===== config.mk =====
export PLATFORM = sky130hd
export DESIGN_NAME = routerOutputPort
export DESIGN_NICKNAME = d
export VERILOG_FILES = /design/src/routerPkg.sv /design/src/flitFifo.sv /design/src/outputArbiter.sv /design/src/outputLink.sv /design/src/packetTimer.sv /design/src/routerOutputPort.sv
export SDC_FILE = /design/constraint.sdc
export NUM_CORES = 1
export LEC_CHECK = 0
export BUFFER_PORTS_ARGS = -buffer_cell sky130_fd_sc_hd__buf_2
export CAP_MARGIN = 10
export CORE_MARGIN = 3
export CORE_UTILIZATION = 56
export CTS_BUF_LIST = sky130_fd_sc_hd__clkbuf_4 sky130_fd_sc_hd__clkbuf_8
export DETAILED_ROUTE_END_ITERATION = 8
export PLACE_DENSITY_LB_ADDON = 0.1
export SYNTH_ARGS = -nofsm -noshare
export SYNTH_HDL_FRONTEND = slang
export SYNTH_HIERARCHICAL = 1
export SYNTH_SLANG_ARGS = --single-unit

===== constraint.sdc =====
create_clock -name clk -period 7 [get_ports clk]
set_input_delay 1.05 -clock clk [delete_from_list [all_inputs] [get_ports clk]]
set_output_delay 1.05 -clock clk [all_outputs]
set_load 0.02 [all_outputs]

===== src/routerPkg.sv =====
`default_nettype none

package routerPkg;

  localparam int NUM_PORTS = 5;
  localparam int FIFO_DEPTH = 4;
  localparam int FIFO_PTR_W = $clog2(FIFO_DEPTH);
  localparam int FIFO_CNT_W = $clog2(FIFO_DEPTH + 1);

  localparam int LEN_W = 12;
  localparam int DEST_W = 4;
  localparam int DATA_W = LEN_W + DEST_W;

  // Flit identifiers carried in the top three bits of every flit
  localparam logic [2:0] FLIT_HEAD = 3'b001;
  localparam logic [2:0] FLIT_BODY = 3'b010;

  typedef struct packed
  {
    logic [LEN_W-1:0] length;
    logic [DEST_W-1:0] dest;
  } headerFields_t;

  // The length counts every flit of the packet, the header included
  typedef union packed
  {
    headerFields_t header;
    logic [DATA_W-1:0] data;
  } flitBody_u;

  typedef struct packed
  {
    logic [2:0] flitId;
    flitBody_u body;
  } flit_t;

  typedef enum logic [2:0]
  {
    PORT_L = 3'd0,
    PORT_N = 3'd1,
    PORT_E = 3'd2,
    PORT_W = 3'd3,
    PORT_S = 3'd4
  } portIdx_t;

  // Bit 0 is idle, bits 1 to 5 grant L, N, E, W and S
  typedef logic [NUM_PORTS:0] grant_t;

  localparam grant_t GRANT_IDLE = 6'b000001;
  localparam grant_t GRANT_L = 6'b000010;
  localparam grant_t GRANT_N = 6'b000100;
  localparam grant_t GRANT_E = 6'b001000;
  localparam grant_t GRANT_W = 6'b010000;
  localparam grant_t GRANT_S = 6'b100000;

endpackage

`default_nettype wire


===== src/flitFifo.sv =====
`timescale 1ns/1ps
`default_nettype none

module flitFifo
(
  input  logic             clk,
  input  logic             rst,
  input  routerPkg::flit_t inFlit,
  input  logic             inValid,
  output logic             inReady,
  input  logic             pop,
  output routerPkg::flit_t headFlit,
  output logic             notEmpty
);

  import routerPkg::*;

  flit_t mem [FIFO_DEPTH];
  logic [FIFO_PTR_W-1:0] wrPtr;
  logic [FIFO_PTR_W-1:0] rdPtr;
  logic [FIFO_CNT_W-1:0] count;
  logic push;

  function automatic logic [FIFO_PTR_W-1:0] nextPtr(input logic [FIFO_PTR_W-1:0] ptr);
    if (ptr == FIFO_PTR_W'(FIFO_DEPTH - 1))
      return '0;
    return ptr + 1'b1;
  endfunction

  assign inReady = count != FIFO_CNT_W'(FIFO_DEPTH);
  assign notEmpty = count != '0;
  assign push = inValid && inReady;

  // The head is read straight from the array, so a push shows up one cycle later
  assign headFlit = mem[rdPtr];

  always_ff @(posedge clk)
  begin
    if (push)
    begin
      mem[wrPtr] <= inFlit;
    end
  end

  always_ff @(posedge clk)
  begin
    if (rst)
    begin
      wrPtr <= '0;
      rdPtr <= '0;
      count <= '0;
    end
    else
    begin
      if (push)
      begin
        wrPtr <= nextPtr(wrPtr);
      end
      if (pop)
      begin
        rdPtr <= nextPtr(rdPtr);
      end
      case ({push, pop})
        2'b10: count <= count + 1'b1;
        2'b01: count <= count - 1'b1;
        default: count <= count;
      endcase
    end
  end

  // The link stage must only pop a buffer that holds a flit
  popNotEmpty: assert property (@(posedge clk) disable iff (rst) pop |-> notEmpty)
    else $error("flitFifo popped while empty");

endmodule

`default_nettype wire


===== src/outputArbiter.sv =====
`timescale 1ns/1ps
`default_nettype none

module outputArbiter
(
  input  logic                            clk,
  input  logic                            rst,
  input  logic [routerPkg::NUM_PORTS-1:0] req,
  input  routerPkg::flit_t                popFlit,
  input  logic [routerPkg::NUM_PORTS-1:0] pop,
  output routerPkg::grant_t               grant
);

  import routerPkg::*;

  grant_t grantNext;
  logic [NUM_PORTS-1:0] advance;
  logic [NUM_PORTS-1:0] timesUp;

  // Scans span ports starting at first, wrapping in L, N, E, W, S order
  function automatic grant_t pickPort(input logic [NUM_PORTS-1:0] reqs, input int first,
                                      input int span);
    grant_t pick;
    int k;
    int idx;
    pick = GRANT_IDLE;
    for (k = span - 1; k >= 0; k--)
    begin
      idx = (first + k) % NUM_PORTS;
      if (reqs[idx])
        pick = grant_t'(1) << (idx + 1);
    end
    return pick;
  endfunction

  // Only the port holding the grant counts its popped flits
  assign advance = pop & grant[NUM_PORTS:1];

  for (genvar i = 0; i < NUM_PORTS; i++)
  begin : gTimer
    packetTimer uTimer
    (
      .clk     (clk),
      .rst     (rst),
      .popFlit (popFlit),
      .advance (advance[i]),
      .timesUp (timesUp[i])
    );
  end

  always_ff @(posedge clk)
  begin
    if (rst)
      grant <= GRANT_IDLE;
    else
      grant <= grantNext;
  end

  // A granted port keeps the channel even with an empty buffer until its
  // packet is complete, then the search starts at the next port in turn
  always_comb
  begin
    case (grant)
      GRANT_IDLE:
        grantNext = pickPort(req, int'(PORT_L), NUM_PORTS);
      GRANT_L:
        grantNext = timesUp[PORT_L] ? pickPort(req, int'(PORT_N), NUM_PORTS - 1) : GRANT_L;
      GRANT_N:
        grantNext = timesUp[PORT_N] ? pickPort(req, int'(PORT_E), NUM_PORTS - 1) : GRANT_N;
      GRANT_E:
        grantNext = timesUp[PORT_E] ? pickPort(req, int'(PORT_W), NUM_PORTS - 1) : GRANT_E;
      GRANT_W:
        grantNext = timesUp[PORT_W] ? pickPort(req, int'(PORT_S), NUM_PORTS - 1) : GRANT_W;
      GRANT_S:
        grantNext = timesUp[PORT_S] ? pickPort(req, int'(PORT_L), NUM_PORTS - 1) : GRANT_S;
      default:
        grantNext = GRANT_IDLE;
    endcase
  end

  grantOneHot: assert property (@(posedge clk) disable iff (rst) $onehot(grant))
    else $error("outputArbiter grant is not one-hot");

endmodule

`default_nettype wire


===== src/outputLink.sv =====
`timescale 1ns/1ps
`default_nettype none

module outputLink
(
  input  logic                            clk,
  input  logic                            rst,
  input  routerPkg::grant_t               grant,
  input  routerPkg::flit_t                headFlits [routerPkg::NUM_PORTS],
  input  logic [routerPkg::NUM_PORTS-1:0] notEmpty,
  output logic [routerPkg::NUM_PORTS-1:0] pop,
  output routerPkg::flit_t                outFlit,
  output logic                            outValid,
  input  logic                            outReady
);

  import routerPkg::*;

  logic [NUM_PORTS-1:0] portSel;
  flit_t selFlit;
  logic selNotEmpty;
  logic outRegFree;

  assign portSel = grant[NUM_PORTS:1];

  always_comb
  begin
    selFlit = '0;
    selNotEmpty = 1'b0;
    for (int i = 0; i < NUM_PORTS; i++)
    begin
      if (portSel[i])
      begin
        selFlit = headFlits[i];
        selNotEmpty = notEmpty[i];
      end
    end
  end

  // The register can take a flit when it is empty or drains this cycle
  assign outRegFree = !outValid || outReady;
  assign pop = (outRegFree && selNotEmpty) ? portSel : '0;

  always_ff @(posedge clk)
  begin
    if (rst)
      outValid <= 1'b0;
    else if (outRegFree)
      outValid <= |pop;
  end

  always_ff @(posedge clk)
  begin
    if (|pop)
    begin
      outFlit <= selFlit;
    end
  end

  holdUnderStall: assert property (@(posedge clk) disable iff (rst)
    outValid && !outReady |=> outValid && $stable(outFlit))
    else $error("outputLink changed outFlit while stalled");

endmodule

`default_nettype wire


===== src/packetTimer.sv =====
`timescale 1ns/1ps
`default_nettype none

module packetTimer
(
  input  logic             clk,
  input  logic             rst,
  input  routerPkg::flit_t popFlit,
  input  logic             advance,
  output logic             timesUp
);

  import routerPkg::*;

  logic [LEN_W-1:0] length;
  logic [LEN_W-1:0] count;
  logic isHead;
  logic isBody;

  assign isHead = popFlit.flitId == FLIT_HEAD;
  assign isBody = popFlit.flitId == FLIT_BODY;

  always_ff @(posedge clk)
  begin
    if (rst)
    begin
      length <= '0;
      count <= '0;
    end
    else if (advance && isHead)
    begin
      length <= popFlit.body.header.length;
      count <= LEN_W'(1);
    end
    else if (advance && isBody)
    begin
      count <= count + 1'b1;
    end
  end

  // High during the pop of the last flit; a length of 0 or 1 is a lone header
  always_comb
  begin
    if (!advance)
      timesUp = 1'b0;
    else if (isHead)
      timesUp = popFlit.body.header.length <= LEN_W'(1);
    else
      timesUp = isBody && (LEN_W'(count + 1'b1) == length);
  end

endmodule

`default_nettype wire


===== src/routerOutputPort.sv =====
`timescale 1ns/1ps
`default_nettype none

module routerOutputPort
(
  input  logic                            clk,
  input  logic                            rst,
  input  routerPkg::flit_t                inFlit [routerPkg::NUM_PORTS],
  input  logic [routerPkg::NUM_PORTS-1:0] inValid,
  output logic [routerPkg::NUM_PORTS-1:0] inReady,
  output routerPkg::flit_t                outFlit,
  output logic                            outValid,
  input  logic                            outReady
);

  import routerPkg::*;

  flit_t headFlits [NUM_PORTS];
  flit_t popFlit;
  logic [NUM_PORTS-1:0] notEmpty;
  logic [NUM_PORTS-1:0] pop;
  grant_t grant;

  for (genvar i = 0; i < NUM_PORTS; i++)
  begin : gBuffer
    flitFifo uFifo
    (
      .clk      (clk),
      .rst      (rst),
      .inFlit   (inFlit[i]),
      .inValid  (inValid[i]),
      .inReady  (inReady[i]),
      .pop      (pop[i]),
      .headFlit (headFlits[i]),
      .notEmpty (notEmpty[i])
    );
  end

  // Pop is one-hot, so the timers see the head of whichever buffer is popped
  always_comb
  begin
    popFlit = '0;
    for (int i = 0; i < NUM_PORTS; i++)
    begin
      if (pop[i])
        popFlit = headFlits[i];
    end
  end

  outputArbiter uArbiter
  (
    .clk     (clk),
    .rst     (rst),
    .req     (notEmpty),
    .popFlit (popFlit),
    .pop     (pop),
    .grant   (grant)
  );

  outputLink uLink
  (
    .clk       (clk),
    .rst       (rst),
    .grant     (grant),
    .headFlits (headFlits),
    .notEmpty  (notEmpty),
    .pop       (pop),
    .outFlit   (outFlit),
    .outValid  (outValid),
    .outReady  (outReady)
  );

endmodule

`default_nettype wire


==> insert_results.sql <==
INSERT INTO impl_metrics (metric_group, metric, value, unit) VALUES
('routing', 'met2RoutedLength', '29.6', 'mm'),
('critical_path', 'type_of_destination_of_the_critical_path', 'flip-flop', ''),
('sta', 'number_of_pins_exceeding_their_max_slew_limit_in_the_final_report', '0', ''),
('cells_and_area', 'final_util', '0.641', ''),
('cells_and_area', 'layout.cells.non_filler', '2756', ''),
('clock_network', 'cts_tree', 'yes', ''),
('critical_path', 'timing.critical_path.arrival', '6.55', 'ns'),
('cells_and_area', 'filler_cell_count', '3392', ''),
('cells_and_area', 'layout-area-overhead-vs-synth', '11.4', '%'),
('critical_path', 'worst_setup_path_start_kind', 'flip-flop', ''),
('place', 'place_worst_setup_slack', '1.02', 'ns'),
('global_routing', 'number_of_global_route_vias_before_repair', '16251', ''),
('clock_network', 'clock_insertion_delay_worst_skew', '0.69', 'ns'),
('sta', 'timing.slew.headroom', '0.245', ''),
('floorplanning', 'dieArea', '48700', 'sq um'),
('clock_network', 'cts_resized', '0', ''),
('sta', 'skew', '0.0322', 'ns'),
('clock_network', 'worst_setup_hold_path_clk_slew', '0.06', 'ns'),
('routing', 'highest-signal-layer', 'met5', ''),
('sta', 'post-route-worst-setup-slack', '1.04', 'ns'),
('global_routing', 'wire_length_of_the_first_global_routing_pass', '92.7', 'mm'),
('sta', 'hold_slack', '0.456', 'ns'),
('routing', 'postRouteWirelength', '59.9', 'mm'),
('clock_network', 'h-tree-depth', '3', ''),
('critical_path', 'timing.critical_path.required', '7.60', 'ns'),
('global_routing', 'pin_count_of_the_biggest_net_entering_global_routing', '52', ''),
('global_routing', 'gr-total-overflow', '0', ''),
('floorplanning', 'die_h', '221', 'microns'),
('critical_path', 'crit_type', 'reg -> reg', ''),
('place', 'placed_cells', '2582', ''),
('clock_network', 'clock_buffer_count_from_cts', '92', ''),
('cells_and_area', 'multi_input_area', '9480', 'sq um'),
('clock_network', 'clock_path_buffers', '3', ''),
('logic_synthesis', 'synthesis.area_per_instance', '13.3', 'sq um'),
('global_routing', 'grtUsageTotal', '0.252', ''),
('routing', 'routed_wirelength_normalized_by_instance_count', '21.8', 'microns'),
('routing', 'detail-route-antenna-nets', '0', ''),
('sta', 'worst_pin_slew', '1.13', 'ns'),
('global_routing', 'number_of_antenna_violations_at_the_first_check_in_global_routing', '8', ''),
('place', 'dpl-instance-area', '26700', 'sq um'),
('cells_and_area', 'layout.area.seq', '15400', 'sq um'),
('cells_and_area', 'drive_above_1_share', '0.230', ''),
('logic_synthesis', 'syn_nets', '2086', ''),
('sta', 'setup_viol', '0', ''),
('power_and_ir_drop', 'cellLeakagePower', '9.76', 'nW'),
('cells_and_area', 'layout_nets', '2227', ''),
('sta', 'tns', '0', 'ns'),
('clock_network', 'tritoncts_num_sinks', '571', ''),
('routing', 'dr_wl_met3', '3.74', 'mm'),
('power_and_ir_drop', 'report.power.total', '7.85', 'mW'),
('flow_run', 'max-cap-violations', '0', ''),
('sta', 'number_of_hold_violations_in_the_final_report', '0', ''),
('sta', 'max_freq', '168', 'MHz'),
('logic_synthesis', 'syn_area', '25800', 'sq um'),
('routing', 'drt_iter0_markers', '1253', ''),
('sta', 'rsz0062_at_grt', 'no', ''),
('clock_network', 'cts.root.buffer_cell', 'sky130_fd_sc_hd__clkbuf_8', ''),
('cells_and_area', 'final_cell_area', '28700', 'sq um'),
('floorplanning', 'floorplan.initialDensity', '0.576', ''),
('routing', 'post_drt_via_cell_ratio', '5.93', ''),
('power_and_ir_drop', 'peakVddDrop', '0.000218', 'V'),
('sta', 'final_period_demand_of_the_worst_path', '5.96', 'ns'),
('logic_synthesis', 'synth-warning-count', '6', ''),
('critical_path', 'worst-path-max-fanout', '29', ''),
('power_and_ir_drop', 'p_per_area', '273', 'nW/um^2'),
('floorplanning', 'core-area', '44800', 'sq um'),
('routing', 'routed-via-count', '16346', ''),
('clock_network', 'postCtsSetupRepairBufs', '0', ''),
('worst_hold_path', 'hold_path_class', 'reg -> reg', ''),
('sta', 'period_share', '0.851', ''),
('floorplanning', 'ios', '128', ''),
('run_status', 'run_status', 'finished, final reports clean', ''),
('place', 'buffer_ports.inserted', '127', ''),
('clock_network', 'post_cts_hold_buffer_count', '0', ''),
('place', 'routabilityCongestion', '0.865', ''),
('floorplanning', 'placement_rows', '77', ''),
('routing', 'drc', '0', ''),
('floorplanning', 'floorplan.die.width', '221', 'microns'),
('place', 'hpwlAfterDp', '41.9', 'mm'),
('logic_synthesis', 'cells_after_synthesis', '1943', ''),
('routing', 'drt_first_pass_iters', '6', ''),
('routing', 'detail_route.wirelength.met1', '24.6', 'mm');
registers in the layout (all words and copies together), names as in the netlist, named ones only:
signal	flops
gBuffer.uFifo/mem	380
gBuffer.uFifo/wrPtr	10
uLink/outFlit	19
uArbiter/gTimer.uTimer/length	60
gBuffer.uFifo/rdPtr	10
gBuffer.uFifo/count	15
uLink/outValid	1
uArbiter/gTimer.uTimer/count	60
uArbiter/grant	6
final cells by class:
| type | instances | area share |
|---|---|---|
| Antenna cell | 1 | 0.0000871 |
| Clock buffer | 139 | 0.0605 |
| Clock inverter | 34 | 0.0101 |
| Inverter | 53 | 0.00693 |
| Multi-Input combinational cell | 1211 | 0.330 |
| Sequential cell | 571 | 0.537 |
| Tap cell | 592 | 0.0258 |
| Timing Repair Buffer | 155 | 0.0295 |
layout by cell type, fill, tap and decap left out, types with 25 or more instances in the layout:
cell type,instances
sky130_fd_sc_hd__edfxtp_1,399
sky130_fd_sc_hd__nand2_1,205
sky130_fd_sc_hd__dfxtp_1,171
sky130_fd_sc_hd__a21oi_1,138
sky130_fd_sc_hd__buf_2,126
sky130_fd_sc_hd__clkbuf_8,111
sky130_fd_sc_hd__mux4_2,95
sky130_fd_sc_hd__nor2_1,94
sky130_fd_sc_hd__xor2_1,61
sky130_fd_sc_hd__inv_1,52
sky130_fd_sc_hd__xnor2_1,51
sky130_fd_sc_hd__o21ai_0,36
sky130_fd_sc_hd__ha_1,35
sky130_fd_sc_hd__a211o_1,32
sky130_fd_sc_hd__buf_4,29
sky130_fd_sc_hd__nand3b_1,28
sky130_fd_sc_hd__clkbuf_4,28
sky130_fd_sc_hd__nor2b_1,26
sky130_fd_sc_hd__nand3_1,26
sky130_fd_sc_hd__and3_2,25
power breakdown:
group | switching (mW) | total [mW] | internal (mW)
clock network | 1.30 | 3.05 | 1.75
logic | 0.568 | 0.889 | 0.320
registers | 0.0977 | 3.91 | 3.81
per-layer routing:
layer  vias to the layer above  track usage
met4                        14       0.0898
met1                      8093        0.329
met2                       464        0.418
met5                         -            0
li1                       7648            -
met3                       127       0.0588
worst max-delay path, cell delays in order (launching register included):
cell	delay [ns]
sky130_fd_sc_hd__dfxtp_1	1.02
sky130_fd_sc_hd__a221o_1	0.33
sky130_fd_sc_hd__a21oi_2	0.09
sky130_fd_sc_hd__nor2_1	0.46
sky130_fd_sc_hd__nor3b_4	0.27
sky130_fd_sc_hd__buf_4	0.23
sky130_fd_sc_hd__nand2_1	0.07
sky130_fd_sc_hd__a41oi_1	0.22
sky130_fd_sc_hd__buf_4	0.26
sky130_fd_sc_hd__and4bb_1	0.48
sky130_fd_sc_hd__o2111ai_2	0.16
sky130_fd_sc_hd__or4_4	0.50
sky130_fd_sc_hd__a211oi_2	0.16
sky130_fd_sc_hd__a31o_1	0.16
sky130_fd_sc_hd__o311a_1	0.25
sky130_fd_sc_hd__nand3b_1	0.15
sky130_fd_sc_hd__a2111oi_0	0.66
sky130_fd_sc_hd__o311ai_1	0.18
sky130_fd_sc_hd__a31oi_1	0.22
final timing paths:
path / slack [ns] / depth (start not counted) / endpoint / from
worst max-delay path: 1.04 / 18 / uArbiter/grant[5] / uArbiter/grant[2]
worst min register to register: 0.46 / 2 / uArbiter/gTimer[1].uTimer/length[2] / uArbiter/gTimer[1].uTimer/length[2]
worst max register to register: 1.04 / 18 / uArbiter/grant[5] / uArbiter/grant[2]
worst min-delay path: 0.46 / 2 / uArbiter/gTimer[1].uTimer/length[2] / uArbiter/gTimer[1].uTimer/length[2]
(Power assumes the default switching activity.)
